--- src/hw/tdc_link_pkg.sv ---
`default_nettype none

package tdc_link_pkg;

    localparam int NUM_CHANNELS   = 6;
    localparam int PAYLOAD_W      = 32;
    localparam int FIELD_W        = 16;
    localparam int WORD_W         = PAYLOAD_W + FIELD_W;
    localparam int BYTES_PER_WORD = 6;

    typedef logic [PAYLOAD_W-1:0] payload_t;

    // {payload or doubled marker, channel number 1..6}
    typedef logic [WORD_W-1:0] word_t;

    localparam logic [FIELD_W-1:0] LINE_CODE  = 16'h000D;
    localparam logic [FIELD_W-1:0] FRAME_CODE = 16'h000E;

    // Request opcode from a channel front end
    typedef enum logic [1:0] {
        KIND_NONE  = 2'd0,
        KIND_DATA  = 2'd1,
        KIND_LINE  = 2'd2,
        KIND_FRAME = 2'd3
    } word_kind_e;

    typedef enum logic [1:0] {
        TX_IDLE  = 2'd0,
        TX_START = 2'd1,
        TX_BITS  = 2'd2,
        TX_STOP  = 2'd3
    } tx_state_e;

endpackage

`default_nettype wire

--- src/hw/channel_encoder.sv ---
`timescale 1ns/1ps
`default_nettype none

module channel_encoder #(
    parameter int CHANNEL_ID = 1
) (
    input  tdc_link_pkg::payload_t   din,
    input  logic                     wr_en,
    input  logic                     new_line,
    input  logic                     new_frame,
    output tdc_link_pkg::word_kind_e kind,
    output tdc_link_pkg::word_t      word
);

    localparam logic [tdc_link_pkg::FIELD_W-1:0] CHAN_FIELD =
        CHANNEL_ID[tdc_link_pkg::FIELD_W-1:0];

    // Data beats line, line beats frame
    always_comb begin
        if (wr_en) begin
            kind = tdc_link_pkg::KIND_DATA;
            word = {din, CHAN_FIELD};
        end else if (new_line) begin
            kind = tdc_link_pkg::KIND_LINE;
            word = {tdc_link_pkg::LINE_CODE, tdc_link_pkg::LINE_CODE, CHAN_FIELD};
        end else if (new_frame) begin
            kind = tdc_link_pkg::KIND_FRAME;
            word = {tdc_link_pkg::FRAME_CODE, tdc_link_pkg::FRAME_CODE, CHAN_FIELD};
        end else begin
            kind = tdc_link_pkg::KIND_NONE;
            word = {din, CHAN_FIELD}; // don't care
        end
    end

endmodule

`default_nettype wire

--- config.mk ---
export PLATFORM = sky130hd
export DESIGN_NAME = channel_encoder
export DESIGN_NICKNAME = d
export VERILOG_FILES = /design/src/hw/tdc_link_pkg.sv /design/src/hw/channel_encoder.sv
export SDC_FILE = /design/constraint.sdc
export NUM_CORES = 1
export LEC_CHECK = 0
export BUFFER_PORTS_ARGS = -buffer_cell sky130_fd_sc_hd__buf_2
export CORE_MARGIN = 2
export CORE_UTILIZATION = 27
export DETAILED_ROUTE_END_ITERATION = 16
export GPL_TIMING_DRIVEN = 0
export PLACE_DENSITY = 0.92
export SYNTH_ARGS = -nofsm -noshare
export SYNTH_HDL_FRONTEND = slang
export SYNTH_SLANG_ARGS = --single-unit
--- constraint.sdc ---
create_clock -name vclk -period 1
set_clock_uncertainty 0.2 [all_clocks]
set_input_delay 0.1 -clock vclk [all_inputs]
set_output_delay 0.1 -clock vclk [all_outputs]
set_load 0.05 [all_outputs]
==> impl_summary.md <==
Layout
The number of antenna diodes in the final layout is 0. The fill cell instance count of the final layout is 80. The post-synthesis to final-layout area growth is 185%. The number of non-filler instances in the completed layout is 166. The design has 0 sequential cells.

The combined area of the multi-input logic cells is 393 um^2. The number of clock-tree buffers in the layout is 0. Of the cells placed in the final design, the portion with a size suffix greater than 1 is 0.820. The net count of the finished layout is 187. Across the whole layout, storage elements account for 0 um^2.

Pwr
The power share of the sequential group is 0. The static leakage is 0.738 nW. The switching power as a share of total power is 0.591.

Summed over all nets, the switching power comes to 0.000646 W. The power per cell area is 854 nW/um^2. The clock network power share is 0. The design draws 0.00109 W. The internal portion of total power is 0.000446 W. The worst-case IR drop observed on VDD is 484 uV.

The combinational fraction of design power is 1.000.

Route
The detailed router finished its first iteration with 4 violations. The residual DRC count is 0. Detailed routing inserted a total of 705 vias. In the final routed layout, each cell accounts on average for 15.9 um. The final wirelength is 2640 um.

The via density per instance is 4.25. The detailed-router iteration count before antenna repair is 4. The detail route stage leaves a number of antenna-violating nets equal to 0.

Placed design
At the end of routability-driven placement, the weighted congestion stood at 0.672. After detailed placement, the design holds a cell count of 160. The quantity of I/O buffers inserted on ports is 69. The worst slack at placement is -0.346 ns.

Yosys
The share of synthesized area in the top cell type comes to 0.267. The mapped netlist covers 449 um^2. The dominant cell type by area after synthesis is sky130_fd_sc_hd__buf_4. The unique cell type count in the Yosys netlist is 14. Dividing the synthesized area by the synthesized cell count gives 7.36 um^2. Ranked by total cell area, the synthesized netlist is headed by sky130_fd_sc_hd__buf_4 27%, sky130_fd_sc_hd__and2_1 19%, sky130_fd_sc_hd__and2_4 19%.

Counting every instance in the synthesized netlist gives 61. For this run, the register share of the synthesized area comes to 0. The number of synthesis warnings is 0.

Timing
Setup repair after global routing could not meet its margin everywhere. The max-slew violation count came to 0. Subtracting the final worst setup slack from the clock period gives 1.24 ns.

In the finished design, the share of the clock period the worst path needs comes to 1.24. Setup violations remaining at the end of the flow were counted as 33. Hold timing on the final database bottoms out at a slack of 0.321 ns.

Across all setup checks in the final design, the least slack found is -0.238 ns. The number of hold-slack violations in the final timing report is 0. Static timing analysis puts the maximum clock frequency at 807 MHz.

Global route
The initial antenna violation count came to 0. The all-layer global routing usage is 0.198. The first global-routing pass estimated 2990 um of wire. The via count of the first global-routing pass is 629.

For this run the aggregate overflow at the end of global routing stands at 0. The pin count of the biggest net entering global routing is 11.

Worst setup path
The slowest stage of the critical path belongs to the cell sky130_fd_sc_hd__o21bai_4. The cell repeated most along the worst path is sky130_fd_sc_hd__buf_8. The largest single stage delay on the critical path is 0.17 ns. The worst setup path is captured at an output port. The sum of buffers and inverters on the critical path is 4. The kind of cell with the highest combined delay on the critical path is buffers and inverters. STA classifies the critical path startpoint as a primary input. For the worst setup path, the data arrival time is 0.94 ns. The critical path is of the in2out type. Walking the worst path, the cells encountered are buf_8 -> o21bai_4 -> buf_6 -> buf_8 -> and2_4 -> buf_8. At the worst endpoint, the required time is 0.70 ns. The maximum net fanout on the critical path is 10.

Run status
The final reports fail on setup timing. The run finished, with violations left.

Clocking
Hold repair after CTS inserted 0 buffers.

Min path
The worst hold path belongs to the class in2out.

Die
After floorplanning, the core was sized to cover 1540 um^2. For this configuration, the core starts out at a cell density of 0.291. In this run the horizontal extent of the chip is 44.8 um. The full die area is 2010 um^2. The top-level I/O count is 85.

In this run the vertical extent of the chip is 44.8 um. The cell row count is 14.

Flow run
Max-cap violations in this run came to 0.
==> power by group through the flow <==
stage	clock network, W	logic (W)	registers (W)
after floorplan	0	0.000655	0
after global placement	0	0.000811	0
after detailed placement	0	0.000819	0
after CTS	0	0.00101	0
after global routing	0	0.00112	0
final	0	0.00109	0
==> metal layers <==
metal | GRT usage | vias up | wire length [um]
met1 | 0.176 | 303 | 944
li1 | - | 329 | -
met5 | 0 | - | 0
met2 | 0.461 | 67 | 1410
met3 | 0.0320 | 6 | 212
met4 | 0 | 0 | 65
==> synthesized netlist by cell type <==
| master | number |
|---|---|
| sky130_fd_sc_hd__a21o_1 | 3 |
| sky130_fd_sc_hd__and2_1 | 14 |
| sky130_fd_sc_hd__and2_4 | 10 |
| sky130_fd_sc_hd__and2b_1 | 1 |
| sky130_fd_sc_hd__buf_2 | 1 |
| sky130_fd_sc_hd__buf_4 | 16 |
| sky130_fd_sc_hd__buf_6 | 1 |
| sky130_fd_sc_hd__buf_8 | 1 |
| sky130_fd_sc_hd__conb_1 | 2 |
| sky130_fd_sc_hd__inv_1 | 2 |
| sky130_fd_sc_hd__nand2b_1 | 6 |
| sky130_fd_sc_hd__nor2b_1 | 1 |
| sky130_fd_sc_hd__o21a_1 | 2 |
| sky130_fd_sc_hd__o21bai_4 | 1 |
==> metrics by stage <==
step | area (um^2) | utilization | TNS, ns
6_report | 1280 | 0.830 | -5.99
4_1_cts | 1180 | 0.767 | -5.39
2_1_floorplan | 523 | - | -0.419
3_5_place_dp | 888 | 0.576 | -8.48
3_3_place_gp | 888 | 0.576 | -8.14
5_1_grt | 1280 | 0.830 | -6.77
==> logic make-up after synthesis <==
kind of cell,synth area share
AOI/OAI and AO/OA,0.125
and+or+nand+nor,0.504
other,0.0167
buffers and inverters,0.354
==> cell usage in the layout (no fill, tap or decap), types with 3 or more instances in the layout <==
| master | n |
|---|---|
| sky130_fd_sc_hd__conb_1 | 16 |
| sky130_fd_sc_hd__and2_2 | 6 |
| sky130_fd_sc_hd__buf_4 | 19 |
| sky130_fd_sc_hd__buf_2 | 35 |
| sky130_fd_sc_hd__nand2b_1 | 4 |
| sky130_fd_sc_hd__a21o_1 | 3 |
| sky130_fd_sc_hd__buf_6 | 17 |
| sky130_fd_sc_hd__and2_4 | 18 |
| sky130_fd_sc_hd__buf_8 | 23 |
==> layout make-up <==
class / count / area share
Multi-Input combinational cell: 54 / 0.307
Inverter: 2 / 0.00881
Timing Repair Buffer: 75 / 0.545
Buffer: 19 / 0.123
Tap cell: 16 / 0.0157
==> timing repair <==
| item | in CTS | in global routing |
|---|---|---|
| pin swaps | 6 | 4 |
| resized for setup | 89 | 20 |
| gates cloned | 2 | 0 |
| endpoints found under the setup margin | 33 | 33 |
| setup buffers | 1 | 3 |
==> worst paths after layout <==
| kind | from | end | slack [ns] | depth (start not counted) |
|---|---|---|---|---|
| worst max-delay path | new_frame | word[26] | -0.24 | 6 |
| worst min-delay path | din[3] | word[19] | 0.32 | 3 |
Power figures use the tool's default switching activity.
