<file path="src/hw/tdc_link_pkg.sv">
`default_nettype none

package tdc_link_pkg;

    localparam int NUM_CHANNELS   = 6;
    localparam int PAYLOAD_W      = 32;
    localparam int FIELD_W        = 16;
    localparam int WORD_W         = PAYLOAD_W + FIELD_W;
    localparam int BYTES_PER_WORD = 6;

    typedef logic [PAYLOAD_W-1:0] payload_t;

    // {payload or doubled marker, channel number 1..6}
    typedef logic [WORD_W-1:0] word_t;

    localparam logic [FIELD_W-1:0] LINE_CODE  = 16'h000D;
    localparam logic [FIELD_W-1:0] FRAME_CODE = 16'h000E;

    // Request opcode from a channel front end
    typedef enum logic [1:0] {
        KIND_NONE  = 2'd0,
        KIND_DATA  = 2'd1,
        KIND_LINE  = 2'd2,
        KIND_FRAME = 2'd3
    } word_kind_e;

    typedef enum logic [1:0] {
        TX_IDLE  = 2'd0,
        TX_START = 2'd1,
        TX_BITS  = 2'd2,
        TX_STOP  = 2'd3
    } tx_state_e;

endpackage

`default_nettype wire

</file>
<file path="src/hw/channel_arbiter.sv">
`timescale 1ns/1ps
`default_nettype none

module channel_arbiter (
    input  logic                                 clk,
    input  logic                                 rst,
    input  tdc_link_pkg::word_kind_e             kind [tdc_link_pkg::NUM_CHANNELS],
    input  tdc_link_pkg::word_t                  word [tdc_link_pkg::NUM_CHANNELS],
    output logic [tdc_link_pkg::NUM_CHANNELS-1:0] data_done,
    output logic [tdc_link_pkg::NUM_CHANNELS-1:0] line_done,
    output logic [tdc_link_pkg::NUM_CHANNELS-1:0] frame_done,
    output logic                                 fifo_wr_en,
    output tdc_link_pkg::word_t                  fifo_wr_data
);

    logic                grant_valid;
    tdc_link_pkg::word_t grant_word;

    // Lowest index wins, i.e. channel 1 first
    always_comb begin
        grant_valid = 1'b0;
        grant_word  = word[0];
        data_done   = '0;
        line_done   = '0;
        frame_done  = '0;
        for (int i = 0; i < tdc_link_pkg::NUM_CHANNELS; i++) begin
            if (!grant_valid && kind[i] != tdc_link_pkg::KIND_NONE) begin
                grant_valid = 1'b1;
                grant_word  = word[i];
                case (kind[i])
                    tdc_link_pkg::KIND_DATA:  data_done[i]  = 1'b1;
                    tdc_link_pkg::KIND_LINE:  line_done[i]  = 1'b1;
                    tdc_link_pkg::KIND_FRAME: frame_done[i] = 1'b1;
                    default: ;
                endcase
            end
        end
    end

    // Write stage, one cycle after the grant
    always_ff @(posedge clk) begin
        if (rst) begin
            fifo_wr_en <= 1'b0;
        end else begin
            fifo_wr_en <= grant_valid;
        end
    end

    always_ff @(posedge clk) begin
        fifo_wr_data <= grant_word;
    end

endmodule

`default_nettype wire

</file>
<file path="config.mk">
export PLATFORM = sky130hd
export DESIGN_NAME = channel_arbiter
export DESIGN_NICKNAME = d
export VERILOG_FILES = /design/src/hw/tdc_link_pkg.sv /design/src/hw/channel_arbiter.sv
export SDC_FILE = /design/constraint.sdc
export NUM_CORES = 1
export LEC_CHECK = 0
export BUFFER_PORTS_ARGS = -buffer_cell sky130_fd_sc_hd__buf_4
export CORE_AREA = 2 2 144 146
export DETAILED_ROUTE_END_ITERATION = 12
export DIE_AREA = 0 0 146 148
export GPL_ROUTABILITY_DRIVEN = 0
export GPL_TIMING_DRIVEN = 0
export HOLD_SLACK_MARGIN = 0.02
export PLACE_DENSITY = 0.59
export SETUP_SLACK_MARGIN = 0.15
export SLEW_MARGIN = 30
export SYNTH_ARGS = -nofsm -noshare
export SYNTH_HDL_FRONTEND = slang
export SYNTH_SLANG_ARGS = --single-unit
</file>
<file path="constraint.sdc">
create_clock -name clk -period 1.7 [get_ports clk]
set_input_delay 0.085 -clock clk [delete_from_list [all_inputs] [get_ports clk]]
set_output_delay 0.085 -clock clk [all_outputs]
set_load 0.02 [all_outputs]
</file>
==> flow_summary.json, run 1 <==
{
  "ys_ff_latch": 49,
  "wire_per_inst_um": 22.1,
  "dr.first_iter.drc_count": 307,
  "syn_area_per_cell_um2": 7.26,
  "seq_area_frac_synth_pct": 22.2,
  "grt_pass1_wl_mm": 40.0,
  "period_needed_ns": 1.78,
  "path_class": "input pin to output pin",
  "cts-buffers-inserted": 5,
  "dr.pass1.iters": 5,
  "power_density_mw_per_mm2": 490,
  "place_inst": 1246,
  "antenna_cells": 0,
  "detailroute.via_count": 6887,
  "dieWidth_um": 146,
  "power_frac_clock_pct": 23.4,
  "htree_levels": 2,
  "io_buffers": 368,
  "area.sequential_um2": 981,
  "p_seq_share_pct": 29.5,
  "hold_depth": 3,
  "switching_share_pct": 34.7,
  "area_growth_pct": 108,
  "std_cell_rows": 52,
  "netlist_instances": 608,
  "fin_ws_ns": -0.0847,
  "ir_drop_v": 0.000361,
  "p_int_w": 0.00294,
  "grt_use_total_pct": 24.1,
  "nets": 1316,
  "drt.antenna.violating_nets": 0,
  "cp_data_arrival_time_ns": 1.70,
  "yosysMostFrequentCell": "nor2_1",
  "ios": 369,
  "worst_pin_slew_ns": 0.676,
  "hold_class": "input pin to register",
  "start_util_pct": 22.0,
  "min_period_over_period_pct": 105,
  "syn_nets": 910,
  "cts_root_buf": "clkbuf_16",
  "hold_viol_final": 0,
  "die_h_um": 148,
  "holdPathEnd": "fifo_wr_data[42]",
  "synth_top_area_cell": "dfxtp_1",
  "antenna_found_initial": 0,
  "cp.required_ns": 1.62,
  "clock-sinks": 49,
  "status": "complete, but fails checks",
  "finalMaxSlewViolations": 0,
  "via_per_inst": 5.36,
  "p_total_w": 0.00450,
  "cts.clk_slew.worst_paths_ns": 0.07,
  "ys_types": 33,
  "instances_no_fill": 1285,
  "p_comb_share_pct": 47.1,
  "max-slew-margin-rel_pct": 54.9,
  "switchingPower_w": 0.00156,
  "fillers": 2043,
  "synth_edf_count": 0,
  "holdWs_ns": 0.0734,
  "grt_overflow": 0,
  "syn_area_mm2": 0.00441,
  "async_flop_share_pct": 0,
  "hold_start": "word[138]",
  "dp_hpwl_mm": 20.9,
  "cap_viol_max_count": 0,
  "drive_above_1_share_pct": 59.5,
  "coreArea_mm2": 0.0200,
  "drcViolationCount": 0,
  "multi_input_area_mm2": 0.00379,
  "ys_top_cells_by_count": "62 x nor2_1, 56 x clkbuf_1, 49 x a21oi_1, 49 x dfxtp_1, 49 x nand3_1",
  "cts.path.max_buffers": 2,
  "fmax_mhz": 560,
  "grt_pass1_vias": 6835,
  "synth_ff_type": "dfxtp_1",
  "yosys.area.top_type_share_pct": 22.2,
  "synth_area_leaders": "dfxtp_1 22%, o22a_1 9.5%, a221oi_2 6.8%",
  "grt_max_degree": 14,
  "cts_tree": "built",
  "ys_warn_count": 0,
  "drt-total-wl_mm": 28.3,
  "end_kind": "output pin",
  "rsz0062_at_grt": "true",
  "fin_tns_setup_ns": -0.594,
  "finalSetupViolations": 22,
  "die_area_mm2": 0.0216,
  "worstPathMaxFanout": 7,
  "critPathLaunchType": "input pin",
  "violations": "negative setup slack",
  "leakage_nw": 3.76
}
==> worst max-delay path: stages <==
cell     delay (ns)
buf_12         0.11
or4_4          0.53
buf_8          0.15
nor2_8         0.20
and3_4         0.26
and3b_2        0.23
buf_6          0.13
==> worst max-delay path by stage <==
stage,start,endpoint,slack [ns],cells past startpoint
CTS,kind[10],line_done[5],-0.1,7
global placement,kind[4],fifo_wr_data[36],-1.10,8
global route,kind[9],fifo_wr_data[27],-0.13,10
floorplan,kind[8],fifo_wr_data[45],0.04,8
finish,kind[9],line_done[5],-0.08,7
detailed placement,kind[4],fifo_wr_data[36],-1.08,8
==> flip-flops by register name, indices dropped and copies added, names as in the netlist <==
name	count
fifo_wr_data	48
fifo_wr_en	1
==> area by class of cell <==
class / count / area share (%)
plain buffers: 80 / 7.53
multi-input cells: 478 / 41.3
flip-flops and latches: 49 / 10.7
inverters: 1 / 0.0408
clock buffers: 8 / 1.48
repair buffers: 399 / 35.3
well taps: 270 / 3.68
==> routing by layer <==
metal / part of all wire, % / routed length [um] / vias to the layer above / track usage (%)
li1: - / - / 3234 / -
met3: 7.8 / 2220 / 43 / 5.15
met2: 51 / 14500 / 375 / 43.9
met1: 38 / 10900 / 3235 / 28.4
met5: 0 / 0 / - / 0
met4: 2.6 / 724 / 0 / 7.23
==> metrics by stage <==
step | area, um2 | setup slack [ns] | util (%)
global placement | 7640 | -1.10 | 38.1
global route | 9190 | -0.133 | 45.9
detailed placement | 7640 | -1.08 | 38.1
finish | 9190 | -0.0847 | 45.9
CTS | 8620 | -0.0988 | 43.0
floorplan | 4540 | 0.0436 | -
==> cells in the final DEF, fill, tap and decap left out, types with 8 or more instances in the layout <==
cell type / n
buf_6: 17
buf_4: 373
clkbuf_16: 9
nor3_4: 16
buf_12: 17
a31oi_1: 23
o21ai_0: 41
o22a_1: 48
dfxtp_1: 49
nor3_1: 19
a21oi_1: 31
o22ai_1: 48
a221oi_2: 48
clkbuf_1: 29
a31oi_2: 24
nand3_1: 48
clkbuf_4: 11
nor3_2: 14
nor2_1: 55
clkbuf_2: 14
a21oi_2: 17
o21ai_1: 8
==> power by group through the flow <==
stage | Sequential [W] | Combinational (W) | Clock [W]
global placement | 0.00135 | 0.00189 | 0
finish | 0.00133 | 0.00212 | 0.00106
floorplan | 0.00154 | 0.000679 | 0
global route | 0.00134 | 0.00225 | 0.00112
detailed placement | 0.00135 | 0.00190 | 0
CTS | 0.00133 | 0.00201 | 0.00109
==> repair_timing <==
action                                 CTS  global route
resized for setup                      152            97
setup endpoints to repair               60            60
endpoints found under the hold margin    1             0
hold buffers                             1             0
gates cloned                             6             4
pin swaps                               21            51
buffers inserted                        12             9
==> logic make-up (layout without fill, tap and decap cells) <==
family                 after synthesis  count (layout)  share of synthesized area [%]
AO/OA/AOI/OAI                      292             293                           47.1
buffers and inverters               82             488                           8.08
flip-flops                          49              49                           22.2
AND/OR/NAND/NOR                    185             185                           22.6
No activity file was read; power rests on OpenSTA's default activity.
==> run 2: changes to the inputs <==
- GPL_TIMING_DRIVEN: 0 -> 1
==> flow_summary.json, run 2 (same netlist as run 1, synthesis figures left out) <==
{
  "leakage_nw": 3.63,
  "pre_cts_slack_ns": -0.290,
  "final_cell_mix": "393 x buf_4, 54 x nor2_1, 49 x nand3_1, 49 x a21oi_1, 49 x dfxtp_1",
  "wire_per_inst_um": 21.2,
  "min_period_over_period_pct": 97.7,
  "cts_root_buf": "clkbuf_16",
  "drt.antenna.violating_nets": 0,
  "cap_viol_max_count": 0,
  "top_layer_used": "met4",
  "holdWs_ns": 0.0734,
  "status": "finished clean",
  "die_h_um": 148,
  "worst_pin_slew_ns": 0.490,
  "largest_reg_flops": 48,
  "grt_use_total_pct": 22.5,
  "die_area_mm2": 0.0216,
  "clock-sinks": 49,
  "critPathLaunchType": "input pin",
  "fmax_mhz": 602,
  "io_buffers": 368,
  "end_kind": "register",
  "p_total_w": 0.00438,
  "grt_pass1_wl_mm": 37.8,
  "std_cell_rows": 52,
  "postPlaceCellArea_mm2": 0.00800,
  "htree_levels": 2,
  "drt-total-wl_mm": 26.4,
  "cts.path.max_buffers": 2,
  "rsz0062_at_grt": "true",
  "finalSetupViolations": 0,
  "via_per_inst": 5.39,
  "wl_met3_mm": 2.19,
  "fin_tns_setup_ns": 0,
  "start_util_pct": 22.0,
  "cts-buffers-inserted": 5,
  "cts.clk_slew.worst_paths_ns": 0.08,
  "grt_overflow": 0,
  "ios": 369,
  "dr.pass1.iters": 5,
  "wl_met2_mm": 13.3,
  "power_density_mw_per_mm2": 502,
  "nets": 1278,
  "coreArea_mm2": 0.0200,
  "period_needed_ns": 1.66,
  "fillers": 2052,
  "area_growth_pct": 97.6,
  "cp.required_ns": 1.89,
  "drive_above_1_share_pct": 55.2,
  "drcViolationCount": 0,
  "worstPathMaxFanout": 9,
  "path_class": "input pin to register",
  "dieWidth_um": 146,
  "regMostFlops": "fifo_wr_data",
  "antenna_found_initial": 0,
  "finalMaxSlewViolations": 0,
  "grt_pass1_vias": 6670,
  "wl_met1_mm": 10.1,
  "stdcell_area_mm2": 0.00872,
  "dr.first_iter.drc_count": 286,
  "final_common_cell": "buf_4",
  "antenna_cells": 0,
  "hold_class": "input pin to register",
  "ir_drop_v": 0.000350,
  "cp_data_arrival_time_ns": 1.85,
  "max-slew-margin-rel_pct": 67.2,
  "grt_max_degree": 51,
  "fin_ws_ns": 0.0388,
  "detailroute.via_count": 6715,
  "largestRegisters": "fifo_wr_data: 48 flops, fifo_wr_en: 1 flops",
  "dp_hpwl_mm": 19.3,
  "cts_tree": "built",
  "hold_viol_final": 0
}
-- run 2: cell count changes in the layout (fill, tap and decap cells not counted), sizes merged --
| cell | previous run | this run |
|---|---|---|
| buf | 420 | 432 |
| clkbuf | 66 | 13 |
| clkinv | 0 | 1 |
| o21ai | 51 | 50 |
| bufbuf | 0 | 1 |
-- run 2: cell type report --
type	instances	area, um2	share of cell area [%]
Clock buffer	5	125	1.43
Inverter	1	3.75	0.0430
Sequential cell	49	981	11.2
Timing Repair Buffer	442	3810	43.7
Tap cell	270	338	3.87
Clock inverter	1	5.00	0.0574
Multi-Input combinational cell	477	3460	39.6
-- run 2: routing by layer --
metal / global-route usage [%] / vias to the layer above
li1: - / 3145
met1: 25.8 / 3181
met2: 40.5 / 336
met3: 5.74 / 53
met4: 8.25 / 0
met5: 0 / -
-- run 2: repair_timing --
item / in CTS / in global routing
endpoints found under the setup margin: 40 / 57
buffers inserted: 6 / 3
cloned: 1 / 8
hold buffers: 1 / 0
gates resized for setup: 23 / 32
pin swaps: 9 / 16
endpoints found under the hold margin: 1 / 0
-- run 2: metrics by stage --
stage	std cells	utilization [%]
2_1_floorplan	608	-
3_3_place_gp	1220	39.9
3_5_place_dp	1220	39.9
4_1_cts	1234	41.5
5_1_grt	1245	43.5
6_report	1245	43.5
-- run 2: where the power goes --
group          total [W]  switching (W)  leakage (nW)  internal [W]
clock            0.00102       0.000493        0.0655      0.000530
sequential       0.00133      0.0000394         0.412       0.00129
combinational    0.00203       0.000943          3.15       0.00109
total            0.00438        0.00148          3.63       0.00291
-- run 2: final timing paths --
path                  depth (start not counted)          endpoint  slack [ns]      start
worst max-delay path                          9  fifo_wr_data[38]        0.04   kind[10]
worst min-delay path                          3  fifo_wr_data[29]        0.07  word[125]
-- run 2: worst max-delay path, cell delays in order --
cell and delay (ns):
buf_6 0.09, or4_4 0.59, buf_6 0.17, nor3_4 0.17, a211oi_4 0.08, buf_6 0.18, clkbuf_16 0.17, a221oi_2 0.18
o22ai_1 0.11
