--- src/hw/tdc_link_pkg.sv ---
`default_nettype none

package tdc_link_pkg;

    localparam int NUM_CHANNELS   = 6;
    localparam int PAYLOAD_W      = 32;
    localparam int FIELD_W        = 16;
    localparam int WORD_W         = PAYLOAD_W + FIELD_W;
    localparam int BYTES_PER_WORD = 6;

    typedef logic [PAYLOAD_W-1:0] payload_t;

    // {payload or doubled marker, channel number 1..6}
    typedef logic [WORD_W-1:0] word_t;

    localparam logic [FIELD_W-1:0] LINE_CODE  = 16'h000D;
    localparam logic [FIELD_W-1:0] FRAME_CODE = 16'h000E;

    // Request opcode from a channel front end
    typedef enum logic [1:0] {
        KIND_NONE  = 2'd0,
        KIND_DATA  = 2'd1,
        KIND_LINE  = 2'd2,
        KIND_FRAME = 2'd3
    } word_kind_e;

    typedef enum logic [1:0] {
        TX_IDLE  = 2'd0,
        TX_START = 2'd1,
        TX_BITS  = 2'd2,
        TX_STOP  = 2'd3
    } tx_state_e;

endpackage

`default_nettype wire

--- src/hw/serial_word_tx.sv ---
`timescale 1ns/1ps
`default_nettype none

module serial_word_tx #(
    parameter int CLK_PER_BIT = 4000000
) (
    input  logic                clk,
    input  logic                rst,
    input  logic                empty,
    input  tdc_link_pkg::word_t rd_data,
    output logic                rd_en,
    output logic                tx,
    output logic                busy
);

    localparam int CNT_W = (CLK_PER_BIT > 1) ? $clog2(CLK_PER_BIT) : 1;
    localparam logic [CNT_W-1:0] CNT_LAST = CNT_W'(CLK_PER_BIT - 1);
    localparam logic [2:0] BYTE_LAST = 3'(tdc_link_pkg::BYTES_PER_WORD - 1);

    tdc_link_pkg::tx_state_e state;
    tdc_link_pkg::word_t     shift_reg;

    logic [CNT_W-1:0] clk_cnt;
    logic [2:0]       bit_idx;
    logic [2:0]       byte_idx;
    logic             rd_en_q;    // word arrives from FIFO this cycle
    logic             bit_end;
    logic             load;
    logic             shift_en;

    // Don't read again while the previous read is still landing
    assign rd_en    = (state == tdc_link_pkg::TX_IDLE) && !empty && !rd_en_q;
    assign load     = (state == tdc_link_pkg::TX_IDLE) && rd_en_q;
    assign bit_end  = (clk_cnt == CNT_LAST);
    assign shift_en = bit_end && ((state == tdc_link_pkg::TX_START) ||
                      (state == tdc_link_pkg::TX_BITS && bit_idx != 3'd7));
    assign busy     = rd_en_q || (state != tdc_link_pkg::TX_IDLE);

    always_ff @(posedge clk) begin
        if (rst) begin
            state    <= tdc_link_pkg::TX_IDLE;
            clk_cnt  <= '0;
            bit_idx  <= '0;
            byte_idx <= '0;
            rd_en_q  <= 1'b0;
            tx       <= 1'b1;  // line idles high
        end else begin
            rd_en_q <= rd_en;
            clk_cnt <= (state == tdc_link_pkg::TX_IDLE || bit_end) ? '0 : clk_cnt + 1'b1;
            case (state)
                tdc_link_pkg::TX_IDLE: begin
                    if (load) begin
                        state    <= tdc_link_pkg::TX_START;
                        byte_idx <= '0;
                        tx       <= 1'b0;
                    end
                end
                tdc_link_pkg::TX_START: begin
                    if (bit_end) begin
                        state   <= tdc_link_pkg::TX_BITS;
                        bit_idx <= '0;
                        tx      <= shift_reg[0];
                    end
                end
                tdc_link_pkg::TX_BITS: begin
                    if (bit_end) begin
                        if (bit_idx == 3'd7) begin
                            state <= tdc_link_pkg::TX_STOP;
                            tx    <= 1'b1;
                        end else begin
                            bit_idx <= bit_idx + 1'b1;
                            tx      <= shift_reg[0];
                        end
                    end
                end
                tdc_link_pkg::TX_STOP: begin
                    if (bit_end) begin
                        if (byte_idx == BYTE_LAST) begin
                            state <= tdc_link_pkg::TX_IDLE;
                        end else begin
                            byte_idx <= byte_idx + 1'b1;
                            state    <= tdc_link_pkg::TX_START;
                            tx       <= 1'b0;
                        end
                    end
                end
                default: state <= tdc_link_pkg::TX_IDLE;
            endcase
        end
    end

    // Whole word goes out LSB first, which is low byte first too
    always_ff @(posedge clk) begin
        if (load) begin
            shift_reg <= rd_data;
        end else if (shift_en) begin
            shift_reg <= shift_reg >> 1;
        end
    end

endmodule

`default_nettype wire

--- config.mk ---
export PLATFORM = sky130hd
export DESIGN_NAME = serial_word_tx
export DESIGN_NICKNAME = d
export VERILOG_FILES = /design/src/hw/tdc_link_pkg.sv /design/src/hw/serial_word_tx.sv
export SDC_FILE = /design/constraint.sdc
export NUM_CORES = 1
export LEC_CHECK = 0
export BUFFER_PORTS_ARGS = -buffer_cell sky130_fd_sc_hd__buf_2
export CAP_MARGIN = 40
export CORE_ASPECT_RATIO = 2
export CORE_UTILIZATION = 35
export CTS_CLUSTER_DIAMETER = 120
export DETAILED_ROUTE_END_ITERATION = 16
export GPL_TIMING_DRIVEN = 0
export SLEW_MARGIN = 40
export SYNTH_ARGS = -nofsm -noshare
export SYNTH_HDL_FRONTEND = slang
export SYNTH_SLANG_ARGS = --single-unit
--- constraint.sdc ---
create_clock -name clk -period 7.7 [get_ports clk]
set_clock_uncertainty 0.15 [all_clocks]
set_input_delay 1.54 -clock clk [delete_from_list [all_inputs] [get_ports clk]]
set_output_delay 1.54 -clock clk [all_outputs]
set_load 0.01 [all_outputs]
==> results.cfg, run 1 <==
[place]
place.gp.congestion = 0.734
dp.final_hpwl_microns = 5320
portBuffers = 53

[layout]
fin_nets = 421
final_core_util_pct = 43.7
n_antenna_cell = 0
area_growth_pct = 21.8
drive_above_1_share_pct = 35.3
largest_reg_flops = 48

[setup_path]
critPathKind = reg2out
cp-end-kind = primary output
critPathLaunchType = flop
crit_fanout = 7
reg2reg_depth = 7
arrival_ps = 1980
crit_path_start = state[0]$_SDFFE_PP0P_
cp.required_ps = 6010
worstReg2RegStart = clk_cnt[0]$_SDFF_PP0_

[pwr]
swShare_pct = 27.3
seqPwrFrac_pct = 43.7
power.density_nw_per_um2 = 292
ir_drop_v = 0.000119
switchingPower_w = 0.000351
p_leak_nw = 1.60
power_frac_clock_pct = 32.4
p_int_w = 0.000936
p_comb_share_pct = 23.8

[logic_synthesis]
yosysWarnings = 0
ys_seq_elements = 80
ys_seq_area_share_pct = 57.5
synthCells = 293
synth_cell_type_count = 40
synth_area_sq_um = 3620
avgSynthCellArea_sq_um = 12.3
syn_nets = 354

[grt]
grt_pass1_wl_microns = 11000
grt_use_total_pct = 13.6
grt.overflow.total = 0
antenna_found_initial = 0
grt_pass1_vias = 2456
grt_max_degree = 21

[floorplanning]
initial_core_util_pct = 35.9
core_area_sq_um = 10100
dieArea_sq_um = 10800
die_x_microns = 73.9
die_h_microns = 146
num_io_pins = 54
rows = 52

[timing]
worst_pin_slew_ps = 693
rsz0062_at_grt = false
slew_violations = 0
timing.slew.headroom_pct = 53.8
max_freq_mhz = 273
setup_tns_ps = 0
report.final.hold_viol_count = 0
finalSetupViolCount = 0
fin_crit_sh_pct = 47.6
final.min_clock_period_ps = 3670

[hold_path]
min_from = clk_cnt[0]$_SDFF_PP0_
hold_path_depth = 1
hold_path_class = reg2reg

[drt]
routedWlPerCell_microns = 13.7
antenna_left = 0
drc = 0
via_per_inst = 4.74
wl_microns = 6860
drtPass1Iterations = 4
via_count = 2371
drt_iter0_markers = 91

[cts]
holdBufCountCts = 0
cts_max_path_buffers = 2
cts_root_buffer = clkbuf_16
cts_resized = 0
clk_latency_ps = 330
cts_setup_buffers = 0
h-tree-depth = 3
cts_buffers = 9
clock_sinks = 80
path_clk_slew_ps = 60
cts_tree = yes

[flow_run]
drv_cap = 0

[run_status]
status = complete, no violations
final timing paths:
| check | to | slack [ps] |
|---|---|---|
| min reg2reg | clk_cnt[0]$_SDFF_PP0_ | 310 |
| max reg2reg | shift_reg[40]$_DFFE_PP_ | 4790 |
| max | rd_en | 4030 |
| min | clk_cnt[0]$_SDFF_PP0_ | 310 |
critical path: stages (launching register included):
cell and delay (ps):
dfxtp_1 340, inv_1 140, ha_1 300, nor2b_1 480, inv_1 150, nor2_1 110
buf_2 130
cells in the final DEF, fill, tap and decap left out, types with 2 or more instances in the layout:
cell type,instances
nor4b_1,2
a21oi_1,6
mux2_2,47
or3_1,2
nor3_1,4
clkbuf_16,9
edfxtp_1,48
xor2_1,13
nand3_1,11
nand4_1,6
mux2i_1,2
inv_1,8
ha_1,10
buf_8,2
or2_2,2
nand2_1,18
xnor2_1,6
buf_1,5
o21ai_0,10
nor2_1,35
nor4_2,2
dfxtp_1,32
buf_2,55
and3_1,2
clkinvlp_4,3
nor2b_1,3
logic make-up after synthesis:
group,synth area share [%]
AND/OR/NAND/NOR,13.1
AO/OA/AOI/OAI,4.11
XOR/XNOR,4.60
adder cells (fa/ha/maj),3.46
flip-flops,57.5
buffers and inverters,1.73
multiplexers,15.5
metal layers:
layer | wire length, microns | global-route usage (%) | vias up
li1 | - | - | 1189
met1 | 2630 | 13.0 | 1118
met2 | 3820 | 26.1 | 54
met3 | 273 | 3.53 | 10
met4 | 136 | 5.77 | 0
met5 | 0 | 0 | -
synthesized netlist by cell type (all sizes together):
library cell | count | share of area (%)
a21o | 1 | 0.21
or4 | 1 | 0.31
buf | 7 | 0.80
xor2 | 13 | 3.1
and4 | 1 | 0.24
o211ai | 1 | 0.21
inv | 8 | 0.83
a32o | 1 | 0.28
nor2 | 36 | 3.8
or2 | 2 | 0.35
xnor2 | 6 | 1.5
nand3 | 12 | 1.8
and3 | 2 | 0.35
nand4 | 6 | 1.0
or3 | 2 | 0.35
o21ai | 12 | 1.7
a31oi | 1 | 0.17
o32ai | 1 | 0.24
a21oi | 6 | 0.83
nor3 | 4 | 0.55
nor4b | 2 | 0.48
clkbuf | 1 | 0.10
o41ai | 1 | 0.24
nand2 | 18 | 1.9
mux2i | 2 | 0.55
o211a | 1 | 0.28
nor2b | 3 | 0.52
dfxtp | 32 | 18
nor4 | 3 | 1.1
nand4bb | 1 | 0.31
ha | 10 | 3.5
edfxtp | 48 | 40
mux2 | 48 | 15
metrics by stage:
step	cell area [sq um]	cells	hold slack (ps)	total power (W)	worst slack (ps)
final	4410	500	314	0.00129	4030
after global routing	4410	500	360	0.00135	3930
after CTS	4410	500	317	0.00131	4000
after detailed placement	4110	484	304	0.000884	4150
after global placement	4050	481	295	0.000871	575
after floorplan	3620	293	276	0.000793	2090
power groups by stage:
| stage | Clock [W] | Combinational, W | Sequential (W) |
|---|---|---|---|
| 2_1_floorplan | 0 | 0.000218 | 0.000574 |
| 3_3_place_gp | 0 | 0.000289 | 0.000582 |
| 3_5_place_dp | 0 | 0.000312 | 0.000572 |
| 4_1_cts | 0.000429 | 0.000313 | 0.000563 |
| 5_1_grt | 0.000445 | 0.000338 | 0.000569 |
| 6_report | 0.000417 | 0.000307 | 0.000563 |
final cells by class:
class                   count  area [sq um]
plain buffers               8          32.5
clock buffers               9           225
clock inverters             7          70.1
fillers                   941          5680
inverters                   8          30.0
multi-input cells         197          1490
flip-flops and latches     80          2080
well taps                 135           169
repair buffers             56           307
Power figures use the tool's default switching activity.
==> inputs of run 2 (changes only) <==
- ABC_AREA: default -> 1
- clock period: 7.7 -> 3.6 ns (I/O delays scaled with it)
==> run 2 against run 1 <==
Compared with the run above:
- area after synthesis is 5.2% higher
- critical path type is now reg2reg
- via count is 31% higher
- die area grew 5.1%
- final cell count rose by 32%
- utilization decreased by 0.21 points
- largest power group unchanged
- critical endpoint is now shift_reg[47]$_SDFFCE_PN0P_
==> results.cfg, run 2 <==
[setup_path]
crit_fanout = 15
critPathKind = reg2reg
cp.required_ps = 3540
worstReg2RegStart = state[0]$_SDFFE_PP0P_
cp-end-kind = flop
crit_path_start = state[0]$_SDFFE_PP0P_
reg2reg_depth = 8
worstReg2RegEnd = shift_reg[47]$_SDFFCE_PN0P_
crit_end = shift_reg[47]$_SDFFCE_PN0P_
critPathLaunchType = flop
r2r_slack_ps = 780
arrival_ps = 2760

[drt]
via_per_inst = 4.72
wl_met1_microns = 3180
antenna_left = 0
drc = 0
met2_length_microns = 4210
via_count = 3109
top_layer = met4
routedWlPerCell_microns = 12.1
drtPass1Iterations = 4
wl_microns = 7940
wl_met3_microns = 250
drt_iter0_markers = 171

[logic_synthesis]
ys_seq_elements = 80
synth_edf_count = 48
synth_area_sq_um = 3810
avgSynthCellArea_sq_um = 8.48
synthCells = 449
yosysMostFrequentCell = nand2_1
yosysWarnings = 0
synth.top_cell.area_share_pct = 37.9
post_synth_main_area_contributors = edfxtp_1, nand2_1, dfxtp_1, nor2_1, ha_1
synth_ff_type = edfxtp_1
synth_cell_type_count = 34
synth-xor-area-share_pct = 1.61
synth_top_cells_by_count = nand2_1, edfxtp_1, nor2_1
syn_nets = 510
ys_async_sr_fraction_pct = 0
synth_top_area_cell = edfxtp_1
synth_top_family_by_area = simple AND/OR/NAND/NOR gates
synth_compound_area_share_pct = 3.55
synthSimpleGateAreaFrac_pct = 32.5
ys_seq_area_share_pct = 54.7
muxShareOfSynthArea_pct = 0
synthAdderAreaFrac_pct = 3.29

[timing]
fin_crit_sh_pct = 78.3
worst_pin_slew_ps = 529
max_freq_mhz = 355
finalSetupViolCount = 0
timing.slew.headroom_pct = 64.8
rsz0062_at_grt = false
setup_ws_ps = 781
setup_tns_ps = 0
slew_violations = 0
report.final.hold_viol_count = 0
final.min_clock_period_ps = 2820

[floorplanning]
die_x_microns = 75.8
initial_core_util_pct = 36.1
num_io_pins = 54
die_h_microns = 150
dieArea_sq_um = 11300
rows = 53
core_area_sq_um = 10500

[pwr]
p_comb_share_pct = 20.9
swShare_pct = 28.5
power_frac_clock_pct = 33.8
switchingPower_w = 0.000745
seqPwrFrac_pct = 45.2
p_int_w = 0.00187
ir_drop_v = 0.000355
p_total_w = 0.00262
p_leak_nw = 1.91
power.density_nw_per_um2 = 571

[hold_path]
hold_path_class = reg2reg
hold_path_depth = 1

[cts]
holdBufCountCts = 0
cts_max_path_buffers = 2
cts_buffers = 9
clock_sinks = 80
clk_latency_ps = 330
cts_setup_buffers = 0
cts_resized = 0
cts_tree = yes
path_clk_slew_ps = 60
h-tree-depth = 3
cts_root_buffer = clkbuf_16

[layout]
multi_input_area_sq_um = 1570
stdcell_area_sq_um = 4590
n_fill_cell = 1060
area_growth_pct = 20.4
drive_above_1_share_pct = 18.6
fin_nets = 577
final_common_cell = nand2_1
n_antenna_cell = 0
ff_latch_area_sq_um = 2080
largest_reg_flops = 48
mostFrequentLayoutCells = nand2_1, buf_2, edfxtp_1, nor2_1, dfxtp_1

[grt]
grt_pass1_vias = 3152
grt_pass1_wl_microns = 13600
grt_use_total_pct = 15.9
antenna_found_initial = 0
grt.overflow.total = 0
grt_max_degree = 16

[place]
placed_area_sq_um = 4300
dp.final_hpwl_microns = 5960
portBuffers = 53
place.gp.congestion = 0.800
pre_cts_slack_ps = 761

[run_status]
status = complete, no violations

[flow_run]
drv_cap = 0
-- run 2: cell type report --
cell class / instances / area share (%)
tap: 137 / 3.74
timing repair buffer: 56 / 6.68
buffer: 13 / 1.15
sequential: 80 / 45.4
multi-input combinational: 326 / 34.3
clock buffer: 10 / 4.99
clock inverter: 6 / 1.31
inverter: 30 / 2.46
-- run 2: routing by layer --
| metal | track usage, % | vias to the layer above |
|---|---|---|
| met4 | 8.43 | 0 |
| met3 | 3.64 | 22 |
| li1 | - | 1589 |
| met1 | 17.5 | 1416 |
| met2 | 27.3 | 82 |
| met5 | 0 | - |
-- run 2: per-stage QoR --
stage,hold slack [ps],util [%],std cells
floorplan,268,-,449
global placement,279,40.3,639
detailed placement,292,40.8,642
CTS,303,43.5,658
global route,343,43.5,658
finish,301,43.5,658
-- run 2: critical path: stages, from the launching register on --
cell and delay (ps):
dfxtp_1 410, inv_1 120, ha_1 260, nand2_1 200, clkbuf_1 340, clkbuf_1 470, o21ai_4 250, buf_6 220
buf_8 160
-- run 2: how the worst min path moves through the flow --
stage	start	end	slack [ps]
2_1_floorplan	clk_cnt[0]$_SDFF_PP0_	clk_cnt[0]$_SDFF_PP0_	270
3_3_place_gp	clk_cnt[0]$_SDFF_PP0_	clk_cnt[0]$_SDFF_PP0_	280
3_5_place_dp	clk_cnt[0]$_SDFF_PP0_	clk_cnt[0]$_SDFF_PP0_	290
4_1_cts	clk_cnt[0]$_SDFF_PP0_	clk_cnt[0]$_SDFF_PP0_	300
5_1_grt	tx$_SDFFE_PP1P_	tx$_SDFFE_PP1P_	340
6_report	clk_cnt[0]$_SDFF_PP0_	clk_cnt[0]$_SDFF_PP0_	300
-- run 2: logic make-up after synthesis --
| logic type | after synthesis |
|---|---|
| adders and majority gates | 10 |
| AOI/OAI and AO/OA | 24 |
| buffers and inverters | 43 |
| and+or+nand+nor | 285 |
| DFF | 80 |
| xor gates and xnor gates | 7 |
-- run 2: power by group through the flow --
stage	clock, W	sequential, W	combinational [W]
6_report	0.000885	0.00118	0.000548
5_1_grt	0.000941	0.00120	0.000644
4_1_cts	0.000905	0.00118	0.000561
3_5_place_dp	0	0.00120	0.000554
3_3_place_gp	0	0.00121	0.000521
2_1_floorplan	0	0.00120	0.000378
==> inputs of run 3 (changes only) <==
- ABC_AREA: 1 -> 0
- clock period: 3.6 -> 2.9 ns (I/O delays scaled with it)
==> run 3 against run 2 <==
Compared with the run above:
- hold slack got worse by 26 ps
- total power rose by 32%
- register-to-register slack got worse by 480 ps
- die area fell by 4.9%
- combinational power rose by 52%
- sequential share of layout area rose by 1.6 points
- count of clock-buffer cells in the layout did not move
- via count fell by 23%
- non-clock buffer count fell by 4
- wire length fell by 11%
- sequential power rose by 26%
- design area fell by 3.4%
- largest cell class unchanged
==> results.cfg, run 3 (same netlist as run 1, synthesis figures left out) <==
[run_status]
status = complete, no violations

[cts]
h-tree-depth = 3
cts_buffers = 9
path_clk_slew_ps = 60
cts_max_path_buffers = 2
holdBufCountCts = 0
cts_tree = yes
cts_root_buffer = clkbuf_16
clk_latency_ps = 330
clock_sinks = 80
cts_resized = 0

[pwr]
p_leak_nw = 1.61
p_int_w = 0.00250
power_frac_clock_pct = 32.6
power.density_nw_per_um2 = 778
p_comb_share_pct = 24.1
swShare_pct = 27.4
ir_drop_v = 0.000376
switchingPower_w = 0.000943
seqPwrFrac_pct = 43.3

[floorplanning]
num_io_pins = 54
die_x_microns = 73.9
core_area_sq_um = 10100
die_h_microns = 146
initial_core_util_pct = 35.9
dieArea_sq_um = 10800
rows = 52

[setup_path]
worst_path_most_repeated_cell = inv_1
critPathLaunchType = flop
cp.required_ps = 2170
critPathKind = reg2out
worst_path_largest_cell_delay_ps = 470
arrival_ps = 1970
worst-path-buf-inv = 3
crit_chain = inv_1, ha_1, nor2b_1, inv_1, nor2_1, buf_2
cp-end-kind = primary output
crit_fanout = 7
cp_top_family = simple AND/OR/NAND/NOR gates
slowest_stage = nor2b_1

[timing]
fin_crit_sh_pct = 93.0
report.final.hold_viol_count = 0
slew_violations = 0
rsz0062_at_grt = false
worst_pin_slew_ps = 716
finalSetupViolCount = 0
timing.slew.headroom_pct = 51.9
max_freq_mhz = 371
final.min_clock_period_ps = 2700
hold_slack_ps = 275

[hold_path]
hold_path_class = in2reg

[place]
portBuffers = 53
place.gp.congestion = 0.753
dp.final_hpwl_microns = 5460
placed_area_sq_um = 4120
place_inst = 483

[flow_run]
drv_cap = 0

[layout]
final_cells = 501
final_core_util_pct = 43.9
mostFrequentLayoutCells = buf_2, edfxtp_1, mux2_2, nor2_1, dfxtp_1
n_fill_cell = 949
area_growth_pct = 22.4
largest_reg_flops = 48
final_common_cell = buf_2
drive_above_1_share_pct = 35.5
stdcell_area_sq_um = 4430
n_antenna_cell = 0
fin_nets = 422

[drt]
wl_met3_microns = 273
drc = 0
antenna_left = 0
wl_microns = 7050
wl_met1_microns = 2660
routedWlPerCell_microns = 14.1
via_count = 2401
drt_iter0_markers = 103
top_layer = met4
met2_length_microns = 3960
via_per_inst = 4.79
drtPass1Iterations = 4

[grt]
grt_pass1_vias = 2577
grt_use_total_pct = 13.9
grt_max_degree = 20
grt.overflow.total = 0
antenna_found_initial = 0
grt_pass1_wl_microns = 11300
-- run 3: per-layer routing --
metal  up-vias  GRT usage (%)
li1       1200              -
met1      1136           12.9
met2        55           26.9
met3        10           3.32
met4         0           6.25
met5         -              0
-- run 3: repair_timing --
action                     4_1_cts  5_1_grt
pin swaps                        1        1
buffers inserted                 0        2
setup endpoints to repair       19       34
-- run 3: path summary, 6_finish.rpt --
kind                    startpoint                 endpoint  slack, ps  depth (start not counted)
max          state[1]$_SDFFE_PP0P_                    rd_en        200                          6
min                          empty       rd_en_q$_SDFF_PP0_        280                          2
max reg2reg  clk_cnt[0]$_SDFF_PP0_  shift_reg[16]$_DFFE_PP_        300                          6
min reg2reg  clk_cnt[0]$_SDFF_PP0_    clk_cnt[0]$_SDFF_PP0_        310                          1
-- run 3: final cells by class --
| cell class | instances | area [sq um] | share of cell area [%] |
|---|---|---|---|
| Sequential cell | 80 | 2080 | 47.0 |
| Multi-Input combinational cell | 197 | 1490 | 33.7 |
| Timing Repair Buffer | 57 | 323 | 7.29 |
| Clock buffer | 10 | 229 | 5.17 |
| Tap cell | 135 | 169 | 3.81 |
| Clock inverter | 6 | 68.8 | 1.55 |
| Buffer | 8 | 32.5 | 0.735 |
| Inverter | 8 | 30.0 | 0.678 |
-- run 3: through the flow --
stage | power, W | TNS [ps] | setup slack [ps]
2_1_floorplan | 0.00210 | 0 | 11.1
3_3_place_gp | 0.00230 | -20180 | -425
3_5_place_dp | 0.00236 | 0 | 31.9
4_1_cts | 0.00349 | 0 | 10.5
5_1_grt | 0.00362 | 0 | 39.8
6_report | 0.00345 | 0 | 203
-- run 3: power groups by stage --
stage / clock (W) / sequential, W / combinational [W]
after floorplan: 0 / 0.00151 / 0.000591
after global placement: 0 / 0.00152 / 0.000781
after detailed placement: 0 / 0.00152 / 0.000839
after CTS: 0.00115 / 0.00150 / 0.000844
after global routing: 0.00118 / 0.00151 / 0.000922
final: 0.00112 / 0.00149 / 0.000831
-- run 3: worst reg2reg max path, cell delays in order, from the launching register on --
cell and delay [ps]:
dfxtp_1 370, ha_1 220, nand2_1 120, or4_4 610
or2_4 310, o21ai_4 270, buf_4 270
